--- src/source/asp_pkg.sv ---
// Encodings and field positions shared by the accelerator shell RTL and its testbench
// Modules pull these in with a wildcard import in their header
package asp_pkg;

    // Lane kernel opcodes, carried in bits 1:0 of a COMMAND write
    typedef enum logic [1:0] {
        OP_FILL = 2'd0,
        OP_ADD  = 2'd1,
        OP_SUM  = 2'd2
    } kernel_op_t;

    // MMIO word addresses
    typedef enum logic [2:0] {
        CSR_ARG_BASE    = 3'd0,
        CSR_ARG_LEN     = 3'd1,
        CSR_ARG_OPERAND = 3'd2,
        CSR_COMMAND     = 3'd3,
        CSR_STATUS      = 3'd4,
        CSR_RESULT_INFO = 3'd5,
        CSR_RESULT_DATA = 3'd6
    } csr_addr_t;

    // Lane index in a COMMAND write
    localparam int CMD_LANE_LSB = 8;

    // STATUS: busy bits from bit 0, result count from here
    localparam int STATUS_COUNT_LSB = 16;

    // RESULT_INFO layout, opcode stays in bits 1:0
    localparam int INFO_VALID_BIT = 31;
    localparam int INFO_LANE_LSB  = 8;

    // Bits needed to index n values, never less than one
    function automatic int width_for(input int n);
        int w;
        w = 1;
        if (n > 1) begin
            w = $clog2(n);
        end
        return w;
    endfunction

endpackage

--- src/source/completion_collector.sv ---
// Collects lane completions round-robin into a small circular result FIFO
// The MMIO block reads the head and pops it
module completion_collector
    import asp_pkg::*;
#(
    parameter int  NUM_LANES    = 4,
    parameter int  DATA_W       = 32,
    parameter int  RESULT_DEPTH = 4,
    localparam int LANE_IDX_W   = width_for(NUM_LANES),
    localparam int CNT_W        = width_for(RESULT_DEPTH + 1),
    localparam int PTR_W        = width_for(RESULT_DEPTH)
) (
    input  logic                              pClk,
    input  logic                              rst_n,
    input  logic [NUM_LANES-1:0]              done_req,
    input  kernel_op_t [NUM_LANES-1:0]        done_op,
    input  logic [NUM_LANES-1:0][DATA_W-1:0]  done_result,
    input  logic                              pop,
    output logic [NUM_LANES-1:0]              done_ack,
    output logic                              head_valid,
    output logic [LANE_IDX_W-1:0]             head_lane,
    output kernel_op_t                        head_op,
    output logic [DATA_W-1:0]                 head_result,
    output logic [CNT_W-1:0]                  count
);
    logic [LANE_IDX_W-1:0] fifo_lane   [RESULT_DEPTH];
    kernel_op_t            fifo_op     [RESULT_DEPTH];
    logic [DATA_W-1:0]     fifo_result [RESULT_DEPTH];
    logic [PTR_W-1:0]      wr_ptr;
    logic [PTR_W-1:0]      rd_ptr;
    logic [LANE_IDX_W-1:0] rr_ptr;
    logic [LANE_IDX_W-1:0] grant_idx;
    logic                  grant_valid;
    logic                  full;
    logic                  push;
    logic                  do_pop;

    function automatic logic [PTR_W-1:0] ptr_inc(input logic [PTR_W-1:0] p);
        return (p == PTR_W'(RESULT_DEPTH - 1)) ? '0 : p + 1'b1;
    endfunction

    // First requesting lane at or after the round-robin pointer
    always_comb begin
        int idx;
        grant_valid = 1'b0;
        grant_idx   = rr_ptr;
        for (int k = 0; k < NUM_LANES; k++) begin
            idx = int'(rr_ptr) + k;
            if (idx >= NUM_LANES) begin
                idx = idx - NUM_LANES;
            end
            if (!grant_valid && done_req[idx]) begin
                grant_valid = 1'b1;
                grant_idx   = LANE_IDX_W'(idx);
            end
        end
    end

    assign full   = (count == CNT_W'(RESULT_DEPTH));
    // Only one done handshake open at a time
    assign push   = grant_valid && (done_ack == '0) && !full;
    assign do_pop = pop && head_valid;

    assign head_valid  = (count != '0);
    assign head_lane   = fifo_lane[rd_ptr];
    assign head_op     = fifo_op[rd_ptr];
    assign head_result = fifo_result[rd_ptr];

    always_ff @(posedge pClk) begin
        if (push) begin
            fifo_lane[wr_ptr]   <= grant_idx;
            fifo_op[wr_ptr]     <= done_op[grant_idx];
            fifo_result[wr_ptr] <= done_result[grant_idx];
        end
    end

    always_ff @(posedge pClk or negedge rst_n) begin
        if (!rst_n) begin
            done_ack <= '0;
            rr_ptr   <= '0;
            wr_ptr   <= '0;
            rd_ptr   <= '0;
            count    <= '0;
        end else begin
            for (int i = 0; i < NUM_LANES; i++) begin
                if (done_ack[i] && !done_req[i]) begin
                    done_ack[i] <= 1'b0;
                end
            end
            if (push) begin
                done_ack[grant_idx] <= 1'b1;
                wr_ptr              <= ptr_inc(wr_ptr);
                rr_ptr              <= (grant_idx == LANE_IDX_W'(NUM_LANES - 1)) ? '0
                                                                       : grant_idx + 1'b1;
            end
            if (do_pop) begin
                rd_ptr <= ptr_inc(rd_ptr);
            end
            case ({push, do_pop})
                2'b10:   count <= count + 1'b1;
                2'b01:   count <= count - 1'b1;
                default: count <= count;
            endcase
        end
    end

endmodule

--- config.mk ---
export PLATFORM = sky130hd
export DESIGN_NAME = completion_collector
export DESIGN_NICKNAME = d
export VERILOG_FILES = /design/src/source/asp_pkg.sv /design/src/source/completion_collector.sv
export SDC_FILE = /design/constraint.sdc
export NUM_CORES = 1
export LEC_CHECK = 0
export BUFFER_PORTS_ARGS = -buffer_cell sky130_fd_sc_hd__buf_4
export CAP_MARGIN = 20
export CORE_UTILIZATION = 35
export DETAILED_ROUTE_END_ITERATION = 7
export PLACE_DENSITY = 0.56
export SLEW_MARGIN = 20
export SYNTH_ARGS = -nofsm -noshare
export SYNTH_HDL_FRONTEND = slang
export SYNTH_SLANG_ARGS = --single-unit
--- constraint.sdc ---
create_clock -name pClk -period 3.2 [get_ports pClk]
set_input_delay 0.32 -clock pClk [delete_from_list [all_inputs] [get_ports pClk]]
set_output_delay 0.32 -clock pClk [all_outputs]
set_load 0.03 [all_outputs]
==> out/qor.csv <==
metric,value,unit
status,finished clean,
tightestPinTransition,1.001,ns
critPathMaxFanout,33,
drv_slew,0,
synth_top_flop_cell,edfxtp_1,
maxCapViolations,0,
yosysMostFrequentCell,edfxtp_1,
drtIter0Drc,242,
std_cell_rows,51,
finalSetupViolCount,0,
die_h,143.2,um
r2r_setup_slack,0.54,ns
hold_viol,0,
dieWidth,143.2,um
worstPathRequired,3.40,ns
p_sw,3.831,mW
hold_path_depth,2,
grt_setup_unrepaired,no,
drc,0,
drt_pass1_iterations,5,
globalRouteMet3Util,0.05131,
r2r-end,fifo_result[1][15],
finalWeightedCongestion,0.7742,
synth_cells,459,
die_area,20490,um^2
area_delta_synth_final,33.51,%
dp_hpwl,11.58,mm
finalClockSkew,0.007182,ns
combPwrFrac,0.446,
yosysTopAreaCellShare,0.6200,
async_flop_share,0.08280,
ys_seq_area_frac,0.6667,
yosysUniqueCellTypes,39,
clock_sinks,157,
root_buffer,clkbuf_16,
path_cells,"inv_1, a22oi_1, o221ai_4, buf_4, a21oi_1, a32oi_1",
grt_first_pass_wirelength,26.38,mm
final_core_util,0.4769,
ios,187,
fin_crit_sh,0.8327,
ys_top_cells_by_count,"edfxtp_1 (144), nand2_1 (107), a21oi_1 (36), mux4_2 (36), a32oi_1 (34)",
start_util,0.3572,
grt.met2_usage,0.2942,
vias,4719,
nNetsFinal,802,
cts.htree.levels,4,
clockPowerShare,0.196,
antenna_cells,0,
syn_avg_cell_area,15.19,um^2
hp-start,done_req[0],
synthTopCellsByArea,"edfxtp_1 (62%), mux4_2 (12%), nand2_1 (5.8%)",
routed_via_density,5.096,
power_density,1085,nW/um^2
hold_path.class,input pin to flip-flop,
post_drt_wl_per_cell,18.61,um
crit_slowest_cell,o221ai_4,
synth-seq-cells,157,
leakagePower,3.549,nW
cts_buffer_depth,2,
first_global_vias,4860,
cts_resized,0,
timing.fmax,375.3,MHz
numCtsBuffers,17,
start_kind,flip-flop,
rr_startpoint,rr_ptr[1],
slew_headroom,0.3324,
final.min_clock_period,2.665,ns
switching_share,0.3791,
clkLatencyLatePin,0.42,ns
total_power,10.11,mW
port_buffers,186,
p_int,6.275,mW
synth_edf_count,144,
core_area,19530,um^2
wirelength,17.23,mm
synth_top_area_cell,edfxtp_1,
antenna_found_initial,0,
worst_r2r_path_depth,6,
crit_path_end_kind,flip-flop,
ant_nets,0,
hold_ws,0.1773,ns
tns,0,ns
gr-usage-met1,0.2190,
seqPwrFrac,0.358,
syn_nets,613,
busiest_layer,met2,
synth_area,6974,um^2
drive_above_1_share,0.4160,
critPathMaxStageDelay,0.80,ns
track_usage,0.1762,
arrival,2.86,ns
hold_end,done_ack[0],
gr-total-overflow,0,
yosysWarnings,0,
criticalPathCategory,flip-flop to flip-flop,
vdd_drop_max,0.5397,mV
cts_tree,done,
grt_max_degree,75,
path_clk_slew,0.06,ns
-- how the worst max path moves through the flow --
stage                                     to         from  slack, ns  cells after the start
after floorplan              fifo_lane[2][0]  done_ack[1]       0.42                      5
after global placement    fifo_result[2][21]    rr_ptr[1]       0.70                      6
after detailed placement  fifo_result[2][21]    rr_ptr[1]       0.56                      6
after CTS                       head_lane[1]    rd_ptr[0]       0.46                      3
after global routing      fifo_result[2][21]    rr_ptr[1]       0.32                      6
final                     fifo_result[1][15]    rr_ptr[1]       0.54                      6
-- final cells by class --
class / count / area (um^2)
Multi-Input combinational cell: 260 / 2143
Timing Repair Buffer: 201 / 1562
Clock inverter: 11 / 141.4
Tap cell: 265 / 331.6
Inverter: 11 / 41.29
Sequential cell: 157 / 4652
Clock buffer: 21 / 440.4
Fill cell: 1785 / 10210
-- cell families (layout without fill, tap and decap cells) --
group / count (synthesis) / in the layout / synth area share
flip-flops: 157 / 157 / 0.6667
AND/OR/NAND/NOR: 123 / 123 / 0.07302
AO/OA/AOI/OAI: 85 / 85 / 0.08809
buffers and inverters: 42 / 244 / 0.02835
multiplexers: 38 / 38 / 0.1193
adder cells (fa/ha/maj): 11 / 11 / 0.02081
XOR/XNOR: 3 / 3 / 0.003768
-- worst max-delay path: cells and delay by family (launching register included) --
kind                   cells  cell delay [ns]
AOI/OAI and AO/OA          4             1.37
buffers and inverters      2             0.63
DFF                        1             0.41
-- routing by layer --
layer	up-vias	routed length [um]
met3	18	1273
met1	2343	7152
met4	0	247
li1	2165	-
met2	193	8557
met5	-	0
-- layout by cell type, fill, tap and decap left out, types with 4 or more instances in the layout --
cell and count:
clkbuf_1 4, nor2_1 4, edfxtp_1 144, inv_1 10, nand2_1 107, buf_4 196
buf_12 4, clkbuf_16 17, a32oi_1 34, and2_2 4, a21oi_1 36, ha_1 10
mux4_2 36, a22o_1 4, dfrtp_1 11
-- power groups by stage --
stage               registers (mW)  logic (mW)  clock network [mW]
finish                        3.62        4.50                1.98
global route                  3.70        4.87                2.11
CTS                           3.64        4.60                2.03
detailed placement            3.68        4.58                   0
global placement              3.64        4.50                   0
floorplan                     3.57        2.97                   0
-- through the flow --
| stage | worst slack (ns) | cells | cell area (um^2) |
|---|---|---|---|
| 3_3_place_gp | 0.7048 | 893 | 8720 |
| 5_1_grt | 0.3218 | 926 | 9311 |
| 3_5_place_dp | 0.5574 | 893 | 8720 |
| 2_1_floorplan | 0.4190 | 459 | 6974 |
| 6_report | 0.5353 | 926 | 9311 |
| 4_1_cts | 0.4604 | 926 | 9311 |
-- registers in the layout (all words and copies together), names as in the netlist --
signal       cells
fifo_op          8
fifo_lane        8
rr_ptr           2
fifo_result    128
done_ack         4
rd_ptr           2
count            3
wr_ptr           2
-- repair_timing --
item / in CTS / in global routing
setup buffers: 0 / 0
hold endpoints to repair: 13 / 0
hold buffers: 1 / 0
Power figures use the tool's default switching activity.
