===== src/source/asp_pkg.sv =====
// Encodings and field positions shared by the accelerator shell RTL and its testbench
// Modules pull these in with a wildcard import in their header
package asp_pkg;

    // Lane kernel opcodes, carried in bits 1:0 of a COMMAND write
    typedef enum logic [1:0] {
        OP_FILL = 2'd0,
        OP_ADD  = 2'd1,
        OP_SUM  = 2'd2
    } kernel_op_t;

    // MMIO word addresses
    typedef enum logic [2:0] {
        CSR_ARG_BASE    = 3'd0,
        CSR_ARG_LEN     = 3'd1,
        CSR_ARG_OPERAND = 3'd2,
        CSR_COMMAND     = 3'd3,
        CSR_STATUS      = 3'd4,
        CSR_RESULT_INFO = 3'd5,
        CSR_RESULT_DATA = 3'd6
    } csr_addr_t;

    // Lane index in a COMMAND write
    localparam int CMD_LANE_LSB = 8;

    // STATUS: busy bits from bit 0, result count from here
    localparam int STATUS_COUNT_LSB = 16;

    // RESULT_INFO layout, opcode stays in bits 1:0
    localparam int INFO_VALID_BIT = 31;
    localparam int INFO_LANE_LSB  = 8;

    // Bits needed to index n values, never less than one
    function automatic int width_for(input int n);
        int w;
        w = 1;
        if (n > 1) begin
            w = $clog2(n);
        end
        return w;
    endfunction

endpackage


===== src/source/kernel_lane.sv =====
// One compute lane: a private bank of words and the FSM that runs a fill, add or
// sum kernel over a wrapping range, then reports on the done channel
module kernel_lane
    import asp_pkg::*;
#(
    parameter int LANE_ADDR_W = 6,
    parameter int DATA_W      = 32
) (
    input  logic                   pClk,
    input  logic                   rst_n,
    input  logic                   lane_req,
    input  kernel_op_t             lane_op,
    input  logic [LANE_ADDR_W-1:0] lane_base,
    input  logic [LANE_ADDR_W:0]   lane_len,
    input  logic [DATA_W-1:0]      lane_operand,
    input  logic                   done_ack,
    output logic                   lane_ack,
    output logic                   lane_busy,
    output logic                   done_req,
    output kernel_op_t             done_op,
    output logic [DATA_W-1:0]      done_result
);
    localparam int BANK_WORDS = 1 << LANE_ADDR_W;

    typedef enum logic [1:0] {IDLE, RUN, DONE, DONE_RELEASE} lane_state_t;

    lane_state_t            state;
    logic [DATA_W-1:0]      bank [BANK_WORDS];
    logic [LANE_ADDR_W-1:0] addr;
    logic [LANE_ADDR_W:0]   remain;
    logic [DATA_W-1:0]      operand;
    logic [DATA_W-1:0]      acc;
    kernel_op_t             op;
    logic                   launch;
    logic [DATA_W-1:0]      rd_word;
    logic                   mem_we;
    logic [DATA_W-1:0]      mem_wdata;

    // Accept a command only from idle, once per request
    assign launch = (state == IDLE) && lane_req && !lane_ack;

    assign lane_busy   = (state != IDLE);
    assign done_op     = op;
    assign done_result = acc;

    // Bank read is combinational, write lands at the clock edge
    assign rd_word   = bank[addr];
    assign mem_we    = (state == RUN) && (op != OP_SUM);
    assign mem_wdata = (op == OP_ADD) ? rd_word + operand : operand;

    always_ff @(posedge pClk) begin
        if (mem_we) begin
            bank[addr] <= mem_wdata;
        end
    end

    // Range walk and accumulation
    always_ff @(posedge pClk) begin
        if (launch) begin
            addr    <= lane_base;
            operand <= lane_operand;
            op      <= lane_op;
            acc     <= '0;
        end else if (state == RUN) begin
            // Address wraps at the bank size on its own
            addr <= addr + 1'b1;
            if (op == OP_SUM) begin
                acc <= acc + rd_word;
            end else begin
                acc <= acc + 1'b1;
            end
        end
    end

    always_ff @(posedge pClk or negedge rst_n) begin
        if (!rst_n) begin
            state    <= IDLE;
            lane_ack <= 1'b0;
            done_req <= 1'b0;
            remain   <= '0;
        end else begin
            // Launch handshake runs beside the kernel FSM
            if (launch) begin
                lane_ack <= 1'b1;
            end else if (!lane_req) begin
                lane_ack <= 1'b0;
            end

            case (state)
                IDLE: begin
                    if (launch) begin
                        remain <= lane_len;
                        if (lane_len == '0) begin
                            done_req <= 1'b1;
                            state    <= DONE;
                        end else begin
                            state <= RUN;
                        end
                    end
                end
                RUN: begin
                    remain <= remain - 1'b1;
                    if (remain == (LANE_ADDR_W + 1)'(1)) begin
                        done_req <= 1'b1;
                        state    <= DONE;
                    end
                end
                DONE: begin
                    // Parked here while the result FIFO is full
                    if (done_ack) begin
                        done_req <= 1'b0;
                        state    <= DONE_RELEASE;
                    end
                end
                DONE_RELEASE: begin
                    if (!done_ack) begin
                        state <= IDLE;
                    end
                end
                default: state <= IDLE;
            endcase
        end
    end

endmodule


===== config.mk =====
export PLATFORM = sky130hd
export DESIGN_NAME = kernel_lane
export DESIGN_NICKNAME = d
export VERILOG_FILES = /design/src/source/asp_pkg.sv /design/src/source/kernel_lane.sv
export SDC_FILE = /design/constraint.sdc
export NUM_CORES = 2
export LEC_CHECK = 0
export ABC_AREA = 1
export BUFFER_PORTS_ARGS = -buffer_cell sky130_fd_sc_hd__buf_2
export CORE_MARGIN = 4
export CORE_UTILIZATION = 35
export CTS_CLUSTER_DIAMETER = 80
export DETAILED_ROUTE_END_ITERATION = 8
export HOLD_SLACK_MARGIN = 0.06
export PLACE_DENSITY = 0.59
export SETUP_SLACK_MARGIN = 0.05
export SYNTH_ARGS = -nofsm -noshare
export SYNTH_HDL_FRONTEND = slang
export SYNTH_SLANG_ARGS = --single-unit

===== constraint.sdc =====
create_clock -name pClk -period 9.8 [get_ports pClk]
set_clock_uncertainty 0.2 [all_clocks]
set_input_delay 0.49 -clock pClk [delete_from_list [all_inputs] [get_ports pClk]]
set_output_delay 0.49 -clock pClk [all_outputs]
set_load 0.03 [all_outputs]

==> summary.md <==
| Metric | Value |
|---|---|
| Main flop type after synthesis | edfxtp_1 |
| Resize count post-CTS | 0 |
| Post-synth EDFFs | 2088 |
| Starting Density | 0.351 |
| Family with the most delay on the worst path | compound AO/OA/AOI/OAI gates |
| Worst-path clk slew | 0.06 ns |
| CP bufs+invs | 4 |
| Row Count | between 150 and 200 |
| Top cells by area, synth | edfxtp_1 (71%), o21ai_0 (6.3%), nor2_1 (5.9%) |
| Area share of the leading cell type in the synthesized netlist | 0.710 |
| Lkg Pwr | 32.8 nW |
| Largest net degree at the start of global routing | 286 |
| GRT Util Overall | 0.203 |
| Pins over their slew limit | 0 |
| Setup violators final | 0 |
| Peak supply drop | 311 uV |
| Hold_sp | lane_op[0] |
| Postcts setup bufs | 0 |
| Yosys warnings | 0 |
| Sink Count | 2137 |
| PwrDens | between 300 and 400 nW/um2 |
| Fin Setup TNS | 0 ns |
| H-Tree Depth | 4 |
| Max_cap viols | 0 |
| Final Cycle Share | 0.735 |
| Post-Syn Area | just under 90000 um2 |
| Ports | between 80 and 90 |
| DR iter-0 viols | 6972 |
| First drt pass iteration count | 7 |
| Slew headroom | 0.143 |
| Tightest Hold Check Type | in -> reg |
| Vias | 59900 |
| Critical path required time | 10.09 ns |
| Placed cell areas | just over 90000 um2 |
| Die Wd | 510 um |
| Max Freq | 0.139 GHz |
| CP endpoint kind | flip-flop |
| Vias in the first global route | roughly 56000 |
| Syn_area_per_cell | 12.3 um2 |
| Longest Clk Path Bufs | 3 |
| RSZ-0062 raised after global routing | no |
| Drt drc | 0 |
| Worst setup SP type | flip-flop |
| Die ar. | 260000 um2 |
| Overflow after GRT | 0 |
| Post-synth cell types | 47 |
| Die H | 510 um |
| Synthesized net count | roughly 7300 |
| GP Congestion | 0.898 |
| Post-Route WL | between 200 and 300 mm |
| Dpl ws | 2.96 ns |
| Fillers | 23500 |
| WS Path Type | reg -> reg |
| DPL Wire Length | around 150 mm |
| Final hold vios | 0 |
| Worst Tran Pin Value | around 1.3 ns |
| Clock latency on the worst-skew pair | 0.88 ns |
| DRT antenna net count | 0 |
| Min Tclk post-route | 7.20 ns |
| Area leader, netlist | edfxtp_1 |
| Seq/Total Area, Yosys | 0.722 |
| CTS tree | done |
| Core Area | 251000 um2 |
| CTS Hold Bufs | 52 |
| Post-synthesis cell count | 7190 |
| Worst EP arrival | 7.48 ns |
| Critical Path Fanout Max | 285 |
| Worst path cell trace | clkinv_16 > buf_12 > o21ai_1 > o22ai_1 > nor2_1 > o22ai_1 > o211ai_1 > nand2_1 > ha_1 > inv_1 > fa_1 > o21ai_1 > a21oi_1 > o21ai_1 > a21boi_0 > inv_1 > nand3_1 > nand2_1 > nand2_1 > nand3_1 > nand2_2 |
| Num CTS Buffers | 217 |
| Fin nets | between 7000 and 8000 |
| Share of cells above drive strength 1 | 0.0895 |
| CP max-delay cell | nand2_2 |
| Final Core Density | 0.398 |
| Root Driver | clkbuf_16 |
| Ys async rst share | 0.00515 |
| Avg Vias per Cell | 5.56 |
| First-pass GRT wire length | 392 mm |
| Outcome | finished, final reports clean |
| #FFs+latches synth | 2137 |
| Post-route setup slack | between 2 and 3 ns |
| Synth-to-Final Area Change | 13.2% |
| Port bufs | 87 |
| Average wire per cell in the routed design | 25.3 um |
| Initial antenna violation count | 9 |
| Design Area, Final | 99900 um2 |
| Crit path largest cell delay | 0.85 ns |
## worst paths after layout
path	end	slack, ns	cells past startpoint
min in group asynchronous	lane_ack	0.48	3
max in group asynchronous	remain[3]	8.55	3
worst max register to register	bank[63][30]	2.60	21
worst min register to register	lane_ack	0.35	2
worst min-delay path	done_op[0]	0.16	2
worst max-delay path	bank[63][30]	2.60	21
## kinds of logic after synthesis
| group | after synthesis | synth area share |
|---|---|---|
| and+or+nand+nor | 2261 | 0.100 |
| DFF | 2137 | 0.722 |
| AOI/OAI and AO/OA | 2060 | 0.128 |
| buffers and inverters | 624 | 0.0358 |
| adders and majority gates | 72 | 0.0104 |
| xor gates and xnor gates | 36 | 0.00357 |
## registers in the layout, indices dropped and copies added (netlist names), 2 cells and up, named ones only
name and count:
bank 2048, operand 32, addr 6, remain 7, state 2, done_op 2
done_result 32
## metal layers
layer	vias up	global-route usage	wire (um)
li1	26500	-	-
met1	30300	0.281	114000
met2	2636	0.322	126000
met3	482	0.0378	23200
met4	4	0.0703	9430
met5	-	0	22
## cell usage after synthesis (6+ instances only)
library cell and instances:
edfxtp_1 2088, nor2_1 1395, o21ai_0 1118, nand2_1 609, o22ai_1 586, clkbuf_1 208
nand3_1 201, o21ai_1 172, inv_1 150, buf_2 120, a21oi_1 100, ha_1 70
buf_4 64, buf_6 48, dfxtp_1 38, xor2_1 23, buf_1 22, o211ai_1 22
nor3_1 15, a31oi_1 14, xnor2_1 13, a21o_1 12, nand4_1 12, dfrtp_1 11
or2_2 11, o21bai_1 6
## power by group
part / total, W / switching (W) / internal [W] / leakage [nW]
logic: 0.0141 / 0.0106 / 0.00349 / 10.2
registers: 0.0123 / 0.000278 / 0.0121 / 19.3
clock network: 0.00802 / 0.00351 / 0.00451 / 3.31
## metrics by stage
| step | hold WS (ns) | power, W | std cells |
|---|---|---|---|
| 2_1_floorplan | -0.00559 | 0.0214 | 7190 |
| 3_3_place_gp | 0.184 | 0.0263 | 10300 |
| 3_5_place_dp | 0.188 | 0.0264 | 10300 |
| 4_1_cts | 0.0956 | 0.0344 | 10800 |
| 5_1_grt | 0.134 | 0.0362 | 10800 |
| 6_report | 0.155 | 0.0345 | 10800 |
## area by class of cell
type | count | area, um2 | share of cell area
antenna | 7 | 17.5 | 0.000175
clock buffer | 268 | 5640 | 0.0565
clock inverter | 129 | 1190 | 0.0119
inverter | 157 | 644 | 0.00645
multi-input combinational | 4429 | 22100 | 0.221
sequential | 2137 | 63800 | 0.638
tap | 3348 | 4190 | 0.0419
timing repair buffer | 297 | 2380 | 0.0238
## placed cells by master (no fill, tap or decap), types with 52 or more instances in the layout
master | Yosys | final
inv_1 | 150 | 149
nand3_1 | 201 | 201
clkbuf_16 | 0 | 218
dlygate4sd3_1 | 0 | 52
edfxtp_1 | 2088 | 2088
nor2_1 | 1395 | 1331
o21ai_0 | 1118 | 1109
clkinv_1 | 1 | 64
o22ai_1 | 586 | 586
o21ai_1 | 172 | 172
buf_2 | 120 | 87
ha_1 | 70 | 69
nor2_4 | 0 | 64
buf_4 | 64 | 139
a21oi_1 | 100 | 100
nand2_1 | 609 | 591
Note: power is estimated with default switching activity, not from simulation.
