### config.mk
export PLATFORM = sky130hd
export DESIGN_NAME = mmio_csr
export DESIGN_NICKNAME = d
export VERILOG_FILES = /design/src/source/asp_pkg.sv /design/src/source/mmio_csr.sv
export SDC_FILE = /design/constraint.sdc
export NUM_CORES = 1
export LEC_CHECK = 0
export BUFFER_PORTS_ARGS = -buffer_cell sky130_fd_sc_hd__buf_2
export CAP_MARGIN = 5
export CORE_ASPECT_RATIO = 1.5
export CORE_MARGIN = 2
export CORE_UTILIZATION = 43
export CTS_CLUSTER_DIAMETER = 60
export DETAILED_ROUTE_END_ITERATION = 16
export GPL_ROUTABILITY_DRIVEN = 1
export PLACE_DENSITY = 0.77
export SLEW_MARGIN = 10
export SYNTH_ARGS = -nofsm -noshare
export SYNTH_HDL_FRONTEND = slang
export SYNTH_SLANG_ARGS = --single-unit
### constraint.sdc
create_clock -name pClk -period 2.46 [get_ports pClk]
set_input_delay 0.492 -clock pClk [delete_from_list [all_inputs] [get_ports pClk]]
set_output_delay 0.492 -clock pClk [all_outputs]
set_load 0.005 [all_outputs]
### src/source/asp_pkg.sv
// Encodings and field positions shared by the accelerator shell RTL and its testbench
// Modules pull these in with a wildcard import in their header
package asp_pkg;

    // Lane kernel opcodes, carried in bits 1:0 of a COMMAND write
    typedef enum logic [1:0] {
        OP_FILL = 2'd0,
        OP_ADD  = 2'd1,
        OP_SUM  = 2'd2
    } kernel_op_t;

    // MMIO word addresses
    typedef enum logic [2:0] {
        CSR_ARG_BASE    = 3'd0,
        CSR_ARG_LEN     = 3'd1,
        CSR_ARG_OPERAND = 3'd2,
        CSR_COMMAND     = 3'd3,
        CSR_STATUS      = 3'd4,
        CSR_RESULT_INFO = 3'd5,
        CSR_RESULT_DATA = 3'd6
    } csr_addr_t;

    // Lane index in a COMMAND write
    localparam int CMD_LANE_LSB = 8;

    // STATUS: busy bits from bit 0, result count from here
    localparam int STATUS_COUNT_LSB = 16;

    // RESULT_INFO layout, opcode stays in bits 1:0
    localparam int INFO_VALID_BIT = 31;
    localparam int INFO_LANE_LSB  = 8;

    // Bits needed to index n values, never less than one
    function automatic int width_for(input int n);
        int w;
        w = 1;
        if (n > 1) begin
            w = $clog2(n);
        end
        return w;
    endfunction

endpackage

### src/source/mmio_csr.sv
// Host MMIO slave of the shell: stages kernel arguments, launches commands to a lane
// with a four-phase handshake and serves the status and result queue reads
module mmio_csr
    import asp_pkg::*;
#(
    parameter int  NUM_LANES    = 4,
    parameter int  LANE_ADDR_W  = 6,
    parameter int  DATA_W       = 32,
    parameter int  RESULT_DEPTH = 4,
    localparam int LANE_IDX_W   = width_for(NUM_LANES),
    localparam int CNT_W        = width_for(RESULT_DEPTH + 1)
) (
    input  logic                   pClk,
    input  logic                   rst_n,
    input  logic                   mmio_req,
    input  logic                   mmio_write,
    input  logic [2:0]             mmio_addr,
    input  logic [DATA_W-1:0]      mmio_wdata,
    output logic                   mmio_ack,
    output logic [DATA_W-1:0]      mmio_rdata,
    output logic [NUM_LANES-1:0]   lane_req,
    output kernel_op_t             lane_op,
    output logic [LANE_ADDR_W-1:0] lane_base,
    output logic [LANE_ADDR_W:0]   lane_len,
    output logic [DATA_W-1:0]      lane_operand,
    input  logic [NUM_LANES-1:0]   lane_ack,
    input  logic [NUM_LANES-1:0]   lane_busy,
    input  logic                   head_valid,
    input  logic [LANE_IDX_W-1:0]  head_lane,
    input  kernel_op_t             head_op,
    input  logic [DATA_W-1:0]      head_result,
    input  logic [CNT_W-1:0]       count,
    output logic                   pop
);
    localparam int BANK_WORDS = 1 << LANE_ADDR_W;

    typedef enum logic [1:0] {IDLE, LAUNCH, RELEASE, RESPOND} csr_state_t;

    csr_state_t             state;
    logic                   req_q;
    csr_addr_t              addr;
    logic                   wr_en;
    logic                   rd_en;
    logic [LANE_IDX_W-1:0]  wr_lane;
    logic [LANE_IDX_W-1:0]  cmd_lane;
    kernel_op_t             cmd_op;
    logic [LANE_ADDR_W-1:0] arg_base;
    logic [LANE_ADDR_W:0]   arg_len;
    logic [LANE_ADDR_W:0]   len_clamped;
    logic [DATA_W-1:0]      arg_operand;
    logic [DATA_W-1:0]      read_word;

    assign addr    = csr_addr_t'(mmio_addr);
    assign wr_lane = mmio_wdata[CMD_LANE_LSB +: LANE_IDX_W];
    assign wr_en   = (state == IDLE) && req_q && mmio_write;
    assign rd_en   = (state == IDLE) && req_q && !mmio_write;

    // Lengths beyond one bank collapse to a full bank pass
    assign len_clamped = (mmio_wdata > DATA_W'(BANK_WORDS)) ? (LANE_ADDR_W + 1)'(BANK_WORDS)
                                                            : mmio_wdata[LANE_ADDR_W:0];

    // Shared launch buses, held steady while the host is stalled on COMMAND
    assign lane_op      = cmd_op;
    assign lane_base    = arg_base;
    assign lane_len     = arg_len;
    assign lane_operand = arg_operand;

    always_comb begin
        read_word = '0;
        case (addr)
            CSR_ARG_BASE:    read_word = DATA_W'(arg_base);
            CSR_ARG_LEN:     read_word = DATA_W'(arg_len);
            CSR_ARG_OPERAND: read_word = arg_operand;
            CSR_STATUS: begin
                read_word[NUM_LANES-1:0]             = lane_busy;
                read_word[STATUS_COUNT_LSB +: CNT_W] = count;
            end
            CSR_RESULT_INFO: begin
                read_word[INFO_VALID_BIT]              = head_valid;
                read_word[INFO_LANE_LSB +: LANE_IDX_W] = head_lane;
                read_word[1:0]                         = head_op;
            end
            CSR_RESULT_DATA: read_word = head_result;
            default:         read_word = '0;
        endcase
    end

    // Argument staging and read data
    always_ff @(posedge pClk) begin
        if (wr_en) begin
            case (addr)
                CSR_ARG_BASE:    arg_base    <= mmio_wdata[LANE_ADDR_W-1:0];
                CSR_ARG_LEN:     arg_len     <= len_clamped;
                CSR_ARG_OPERAND: arg_operand <= mmio_wdata;
                CSR_COMMAND:     cmd_op      <= kernel_op_t'(mmio_wdata[1:0]);
                default: ;
            endcase
        end
        if (rd_en) begin
            mmio_rdata <= read_word;
        end
    end

    always_ff @(posedge pClk or negedge rst_n) begin
        if (!rst_n) begin
            state    <= IDLE;
            req_q    <= 1'b0;
            mmio_ack <= 1'b0;
            lane_req <= '0;
            cmd_lane <= '0;
            pop      <= 1'b0;
        end else begin
            req_q <= mmio_req;
            pop   <= 1'b0;
            case (state)
                IDLE: begin
                    if (wr_en && addr == CSR_COMMAND && int'(wr_lane) < NUM_LANES) begin
                        cmd_lane          <= wr_lane;
                        lane_req[wr_lane] <= 1'b1;
                        state             <= LAUNCH;
                    end else if (req_q) begin
                        // One pop per RESULT_DATA access, only with a valid head
                        pop      <= rd_en && (addr == CSR_RESULT_DATA) && head_valid;
                        mmio_ack <= 1'b1;
                        state    <= RESPOND;
                    end
                end
                LAUNCH: begin
                    if (lane_ack[cmd_lane]) begin
                        lane_req <= '0;
                        state    <= RELEASE;
                    end
                end
                RELEASE: begin
                    // Host waits here until the lane handshake is closed
                    if (!lane_ack[cmd_lane]) begin
                        mmio_ack <= 1'b1;
                        state    <= RESPOND;
                    end
                end
                RESPOND: begin
                    if (!mmio_req) begin
                        mmio_ack <= 1'b0;
                        state    <= IDLE;
                    end
                end
                default: state <= IDLE;
            endcase
        end
    end

endmodule

==> results of run 1 <==
final cells by class:
class                           instances  area [um^2]
Fill cell                             722         3640
Sequential cell                        90         2650
Multi-Input combinational cell        149         1110
Timing Repair Buffer                  182          938
Clock buffer                           12          236
Tap cell                              110          138
Inverter                               10         50.0
Clock inverter                          1         5.00
Antenna cell                            1         2.50
path summary, 6_finish.rpt:
check / startpoint / to
max: state[0] / lane_req[3]
min: rst_n / lane_req[3]
max reg2reg: state[0] / lane_req[3]
min reg2reg: cmd_lane[1] / cmd_lane[1]
max in group asynchronous: rst_n / pop
min in group pClk: mmio_req / req_q
layer usage:
layer,wire length [um],track usage [%],vias to the layer above
met4,250,10.1,0
met1,3310,21.1,1357
met5,0,0,-
li1,-,-,1342
met2,5350,36.5,120
met3,749,4.18,21
power groups by stage:
stage	clock network, uW	registers, uW	logic [uW]
global route	1240	1880	780
finish	1150	1860	699
global placement	0	1890	684
detailed placement	0	1890	709
floorplan	0	1890	422
CTS	1190	1860	709
registers in the layout (all words and copies together) (netlist names):
register,flops
lane_operand,32
mmio_rdata,32
lane_len,7
lane_base,6
lane_req,4
cmd_lane,2
lane_op,2
state,2
mmio_ack,1
pop,1
req_q,1
cells in the mapped netlist, drive strengths merged (2+ instances only):
master | n | area (um^2)
nand4b | 2 | 32.5
mux4 | 2 | 45.0
nand2 | 10 | 37.5
buf | 11 | 65.1
a21oi | 3 | 18.8
edfxtp | 79 | 2370
nand2b | 3 | 26.3
mux2 | 7 | 82.6
o2bb2ai | 3 | 26.3
dfrtp | 11 | 275
a2bb2oi | 2 | 17.5
a31oi | 3 | 18.8
mux2i | 33 | 330
ha | 5 | 62.6
nor4 | 7 | 43.8
clkbuf | 2 | 7.51
nand3 | 4 | 25.0
and2 | 6 | 37.5
o21ai | 7 | 35.0
o22ai | 4 | 25.0
nor2 | 34 | 128
inv | 9 | 33.8
a22oi | 4 | 30.0
placed cells by master, fill, tap and decap left out, drive strengths merged, types with 4 or more instances in the layout:
| cell type | synthesis | final |
|---|---|---|
| nor4 | 7 | 7 |
| a22oi | 4 | 4 |
| mux2i | 33 | 33 |
| nand2 | 10 | 10 |
| buf | 11 | 182 |
| and2 | 6 | 6 |
| edfxtp | 79 | 79 |
| inv | 9 | 9 |
| o22ai | 4 | 4 |
| clkbuf | 2 | 12 |
| nor2 | 34 | 34 |
| mux2 | 7 | 7 |
| nand3 | 4 | 4 |
| ha | 5 | 5 |
| o21ai | 7 | 7 |
| dfrtp | 11 | 11 |
metrics by stage:
step | hold slack, ps | cells | worst slack (ps) | utilization, %
global route | 36.6 | 555 | 370 | 58.5
finish | 30.4 | 555 | 514 | 58.5
global placement | 371 | 541 | 534 | 55.7
CTS | 23.2 | 554 | 490 | 58.4
floorplan | 196 | 262 | 32.9 | -
detailed placement | 379 | 541 | 499 | 55.7
cells by family (layout without fill, tap and decap cells):
group	after synthesis	count (layout)	share of synthesized area, %
fa+ha+maj	5	5	1.62
compound gates	31	31	5.53
mux	42	42	11.8
simple gates	71	71	9.41
flops	90	90	68.4
other cells	0	1	0
buf+inv	23	205	3.17
worst max-delay path: stages (launching register included):
cell	delay, ps
dfrtp_1	400
inv_1	130
ha_1	270
nand4b_4	170
or2_1	400
a21boi_0	320
a21oi_1	120
==> impl_metrics.yaml, run 1 <==
final_layout:
  nets: 534
  drive_gt1_share_pct: 46.8
  synthToLayoutAreaGrowth_pct: 32.6
  finalInstanceArea_um2: 5130
cts:
  clockBufferDepth: 2
  postCtsSetupBuffers: 0
  ctsResizeCount: 0
  cts_tree: "done"
  cts_inserted_buffers: 9
  clock-sinks: 90
  clk_pin_slew_ps: 60
  clock_latency_ps: 330
  htreeDepth: 3
  root_buffer: "clkbuf_16"
  holdBufCountCts: 0
drt:
  drt-wirelength-per-cell_um: 17.4
  drc_errors: 0
  drtIter0Drc: 111
  ant_nets: 0
  via_count: 2840
  viasPerCell: 5.12
  wl_um: 9660
  drtPass1Iterations: 4
global_routing:
  grt_pass1_wl_um: 14300
  grt_usage_pct: 20.1
  grt_antenna_before_repair: 1
  grt-ovfl-total: 0
  grt_pass1_vias: 2924
  grt_max_degree: 33
placed_design:
  dp_hpwl_um: 7650
  port-buffer-count: 171
  gp_congestion: 0.848
  placed_area_um2: 4890
job:
  drv_cap: 0
synth:
  ys_ff_latch: 90
  synth_cell_type_count: 41
  synth_cells: 262
  syn_area_per_cell_um2: 14.8
  ys.warnings.count: 0
  synth-seq-area-share_pct: 68.4
  synth_fp_nets: 354
  synth_ff_type: "edfxtp_1"
  synth-async-reset-ratio_pct: 12.2
  netlist_area_um2: 3870
  synth_edf_count: 79
power:
  combinationalPowerShare_pct: 18.8
  intPower_uw: 2790
  power.density_nw_per_um2: 724
  p_clk_share_pct: 31.0
  p_sw_uw: 920
  switching_share_pct: 24.8
  seqPwrFrac_pct: 50.1
  leakagePower_uw: 0.00222
  vdd_drop_max_mv: 0.463
  power_uw: 3710
setup_path:
  startpoint_type: "flop"
  reg2reg_slack_ps: 510
  rr_worst_depth: 6
  setup.worst_path.end_class: "flop"
  cp.required_ps: 2660
  critPathKind: "flop to flop"
  crit_fanout: 6
  crit_arrival_ps: 2140
sta:
  finalHoldViolCount: 0
  finalSetupViolations: 0
  tns_ps: 0
  finClkSkew_ps: 6.97
  fin_crit_ps: 1950
  finalCritPeriodShare_pct: 79.1
  slew_headroom_pct: 61.0
  drv_slew: 0
  worstMarginPinSlew_ps: 582
  clock.fmax_mhz: 514
  rsz0062_at_grt: "false"
floorplan:
  fp-row-count: 42
  dieArea_um2: 9790
  io_pins: 172
  dieHeight_um: 120
  core_um2: 8780
  die_x_um: 81.4
  start_util_pct: 44.1
min_path:
  min_path_type: "input pin to async pin"
status:
  status: "complete, no violations"
Note: power is estimated with default switching activity, not from simulation.
==> run 2: changes to the inputs <==
==> constraint.sdc (replaced) <==
create_clock -name pClk -period 1.57 [get_ports pClk]
set_input_delay 0.314 -clock pClk [delete_from_list [all_inputs] [get_ports pClk]]
set_output_delay 0.314 -clock pClk [all_outputs]
set_load 0.005 [all_outputs]
==> impl_metrics.yaml, run 2 (synthesized netlist as in run 1, its figures left out) <==
status:
  status: "complete, but fails checks"
  violations: "negative setup slack"
setup_path:
  path_cells: "mux4_2 > nand2b_4 > nand3_4 > mux2_4"
  critPathSlowestCell: "mux4_2"
  startpoint_type: "flop"
  crit_arrival_ps: 1800
  crit_fanout: 3
  critPathKind: "flop to flop"
  rr_worst_depth: 4
  setup.worst_path.end_class: "flop"
  cp.required_ps: 1790
  cp_slowest_stage_delay_ps: 550
sta:
  whs_ps: 118
  finalHoldViolCount: 0
  setup_ws_ps: -14.3
  fin_crit_ps: 1580
  finClkSkew_ps: 9.58
  slew_headroom_pct: 76.7
  clock.fmax_mhz: 631
  finalCritPeriodShare_pct: 101
  finalSetupViolations: 1
  rsz0062_at_grt: "true"
  drv_slew: 0
  tns_ps: -14.3
  worstMarginPinSlew_ps: 346
placed_design:
  dp.cells: 555
  dp_hpwl_um: 7720
  gp_congestion: 0.867
  pre_cts_ws_ps: -62.5
  port-buffer-count: 171
cts:
  root_buffer: "clkbuf_16"
  cts_inserted_buffers: 9
  clock-sinks: 90
  clock_latency_ps: 330
  cts_tree: "done"
  htreeDepth: 3
  clk_pin_slew_ps: 60
  clockBufferDepth: 2
floorplan:
  fp-row-count: 42
  dieHeight_um: 120
  core_um2: 8780
  die_x_um: 81.4
  start_util_pct: 44.1
  io_pins: 172
  dieArea_um2: 9790
global_routing:
  grt-ovfl-total: 0
  grt_usage_pct: 20.7
  grt_antenna_before_repair: 0
  grt_pass1_vias: 3041
  grt_max_degree: 22
  grt_pass1_wl_um: 14800
power:
  switching_share_pct: 25.3
  combinationalPowerShare_pct: 22.6
  p_sw_uw: 1560
  intPower_uw: 4590
  power.density_nw_per_um2: 1140
  p_clk_share_pct: 30.2
  seqPwrFrac_pct: 47.2
  vdd_drop_max_mv: 0.990
  leakagePower_uw: 0.00234
final_layout:
  final_cell_mix: "buf_2, edfxtp_1, mux2i_1, nor2_1, buf_4"
  drive_gt1_share_pct: 50.1
  final-instance-count-excl-fill: 573
  nets: 550
  layout_commonest_cell: "buf_2"
  synthToLayoutAreaGrowth_pct: 39.2
  antennaDiodeCount: 0
drt:
  drtIter0Drc: 140
  wl_um: 9780
  via_count: 2880
  ant_nets: 0
  viasPerCell: 5.03
  drtPass1Iterations: 4
  drc_errors: 0
  drt-wirelength-per-cell_um: 17.1
job:
  drv_cap: 0
min_path:
  hold_path_depth: 1
  min_path_type: "input pin to flop"
[run 2: cell count changes in the layout (fill, tap and decap cells not counted), moves of 2 or more]
cell      previous run  this run
inv_1                9         7
buf_12               0         5
clkinv_1             0         3
buf_6                0         2
inv_2                0         2
buf_4               11        18
[run 2: cell type report]
class | instances | area, um^2
timing repair buffer | 198 | 1140
tap | 110 | 138
clock inverter | 5 | 21.3
sequential | 90 | 2650
multi-input combinational | 149 | 1160
inverter | 10 | 50.0
fill | 716 | 3390
clock buffer | 11 | 233
[run 2: worst max-delay path, delay by kind of cell, from the launching register on]
family / cells / cell delay (ps)
flip-flops: 1 / 360
multiplexers: 2 / 850
AND/OR/NAND/NOR: 2 / 260
[run 2: through the flow]
stage	util [%]	power (uW)	area [um^2]
2_1_floorplan	-	3670	3920
3_3_place_gp	57.8	4230	5070
4_1_cts	61.0	6160	5350
3_5_place_dp	57.8	4280	5070
6_report	61.4	6150	5390
5_1_grt	61.4	6450	5390
[run 2: what timing repair did]
item,4_1_cts,5_1_grt
gates resized for setup,2,8
hold endpoints to repair,11,0
endpoints found under the setup margin,16,42
setup buffers,1,0
pin swaps,0,2
hold buffers,1,0
[run 2: final timing paths]
kind | start | to | slack [ps]
worst max-delay path | cmd_lane[0] | state[1] | -10
worst min-delay path | mmio_req | req_q | 120
worst max register to register | cmd_lane[0] | state[1] | -10
worst min register to register | cmd_lane[1] | cmd_lane[1] | 510
max in group asynchronous | rst_n | pop | 970
min in group asynchronous | rst_n | mmio_ack | 380
[run 2: routing by layer]
| layer | wire length (um) | GRT usage [%] |
|---|---|---|
| met1 | 3470 | 21.9 |
| met2 | 5450 | 37.8 |
| met4 | 361 | 10.5 |
| met3 | 495 | 3.73 |
| met5 | 0 | 0 |
[run 2: power groups by stage]
stage,logic (uW),registers [uW],clock network (uW)
floorplan,704,2970,0
global placement,1280,2950,0
detailed placement,1330,2950,0
CTS,1350,2900,1900
global route,1530,2920,2000
finish,1390,2900,1860
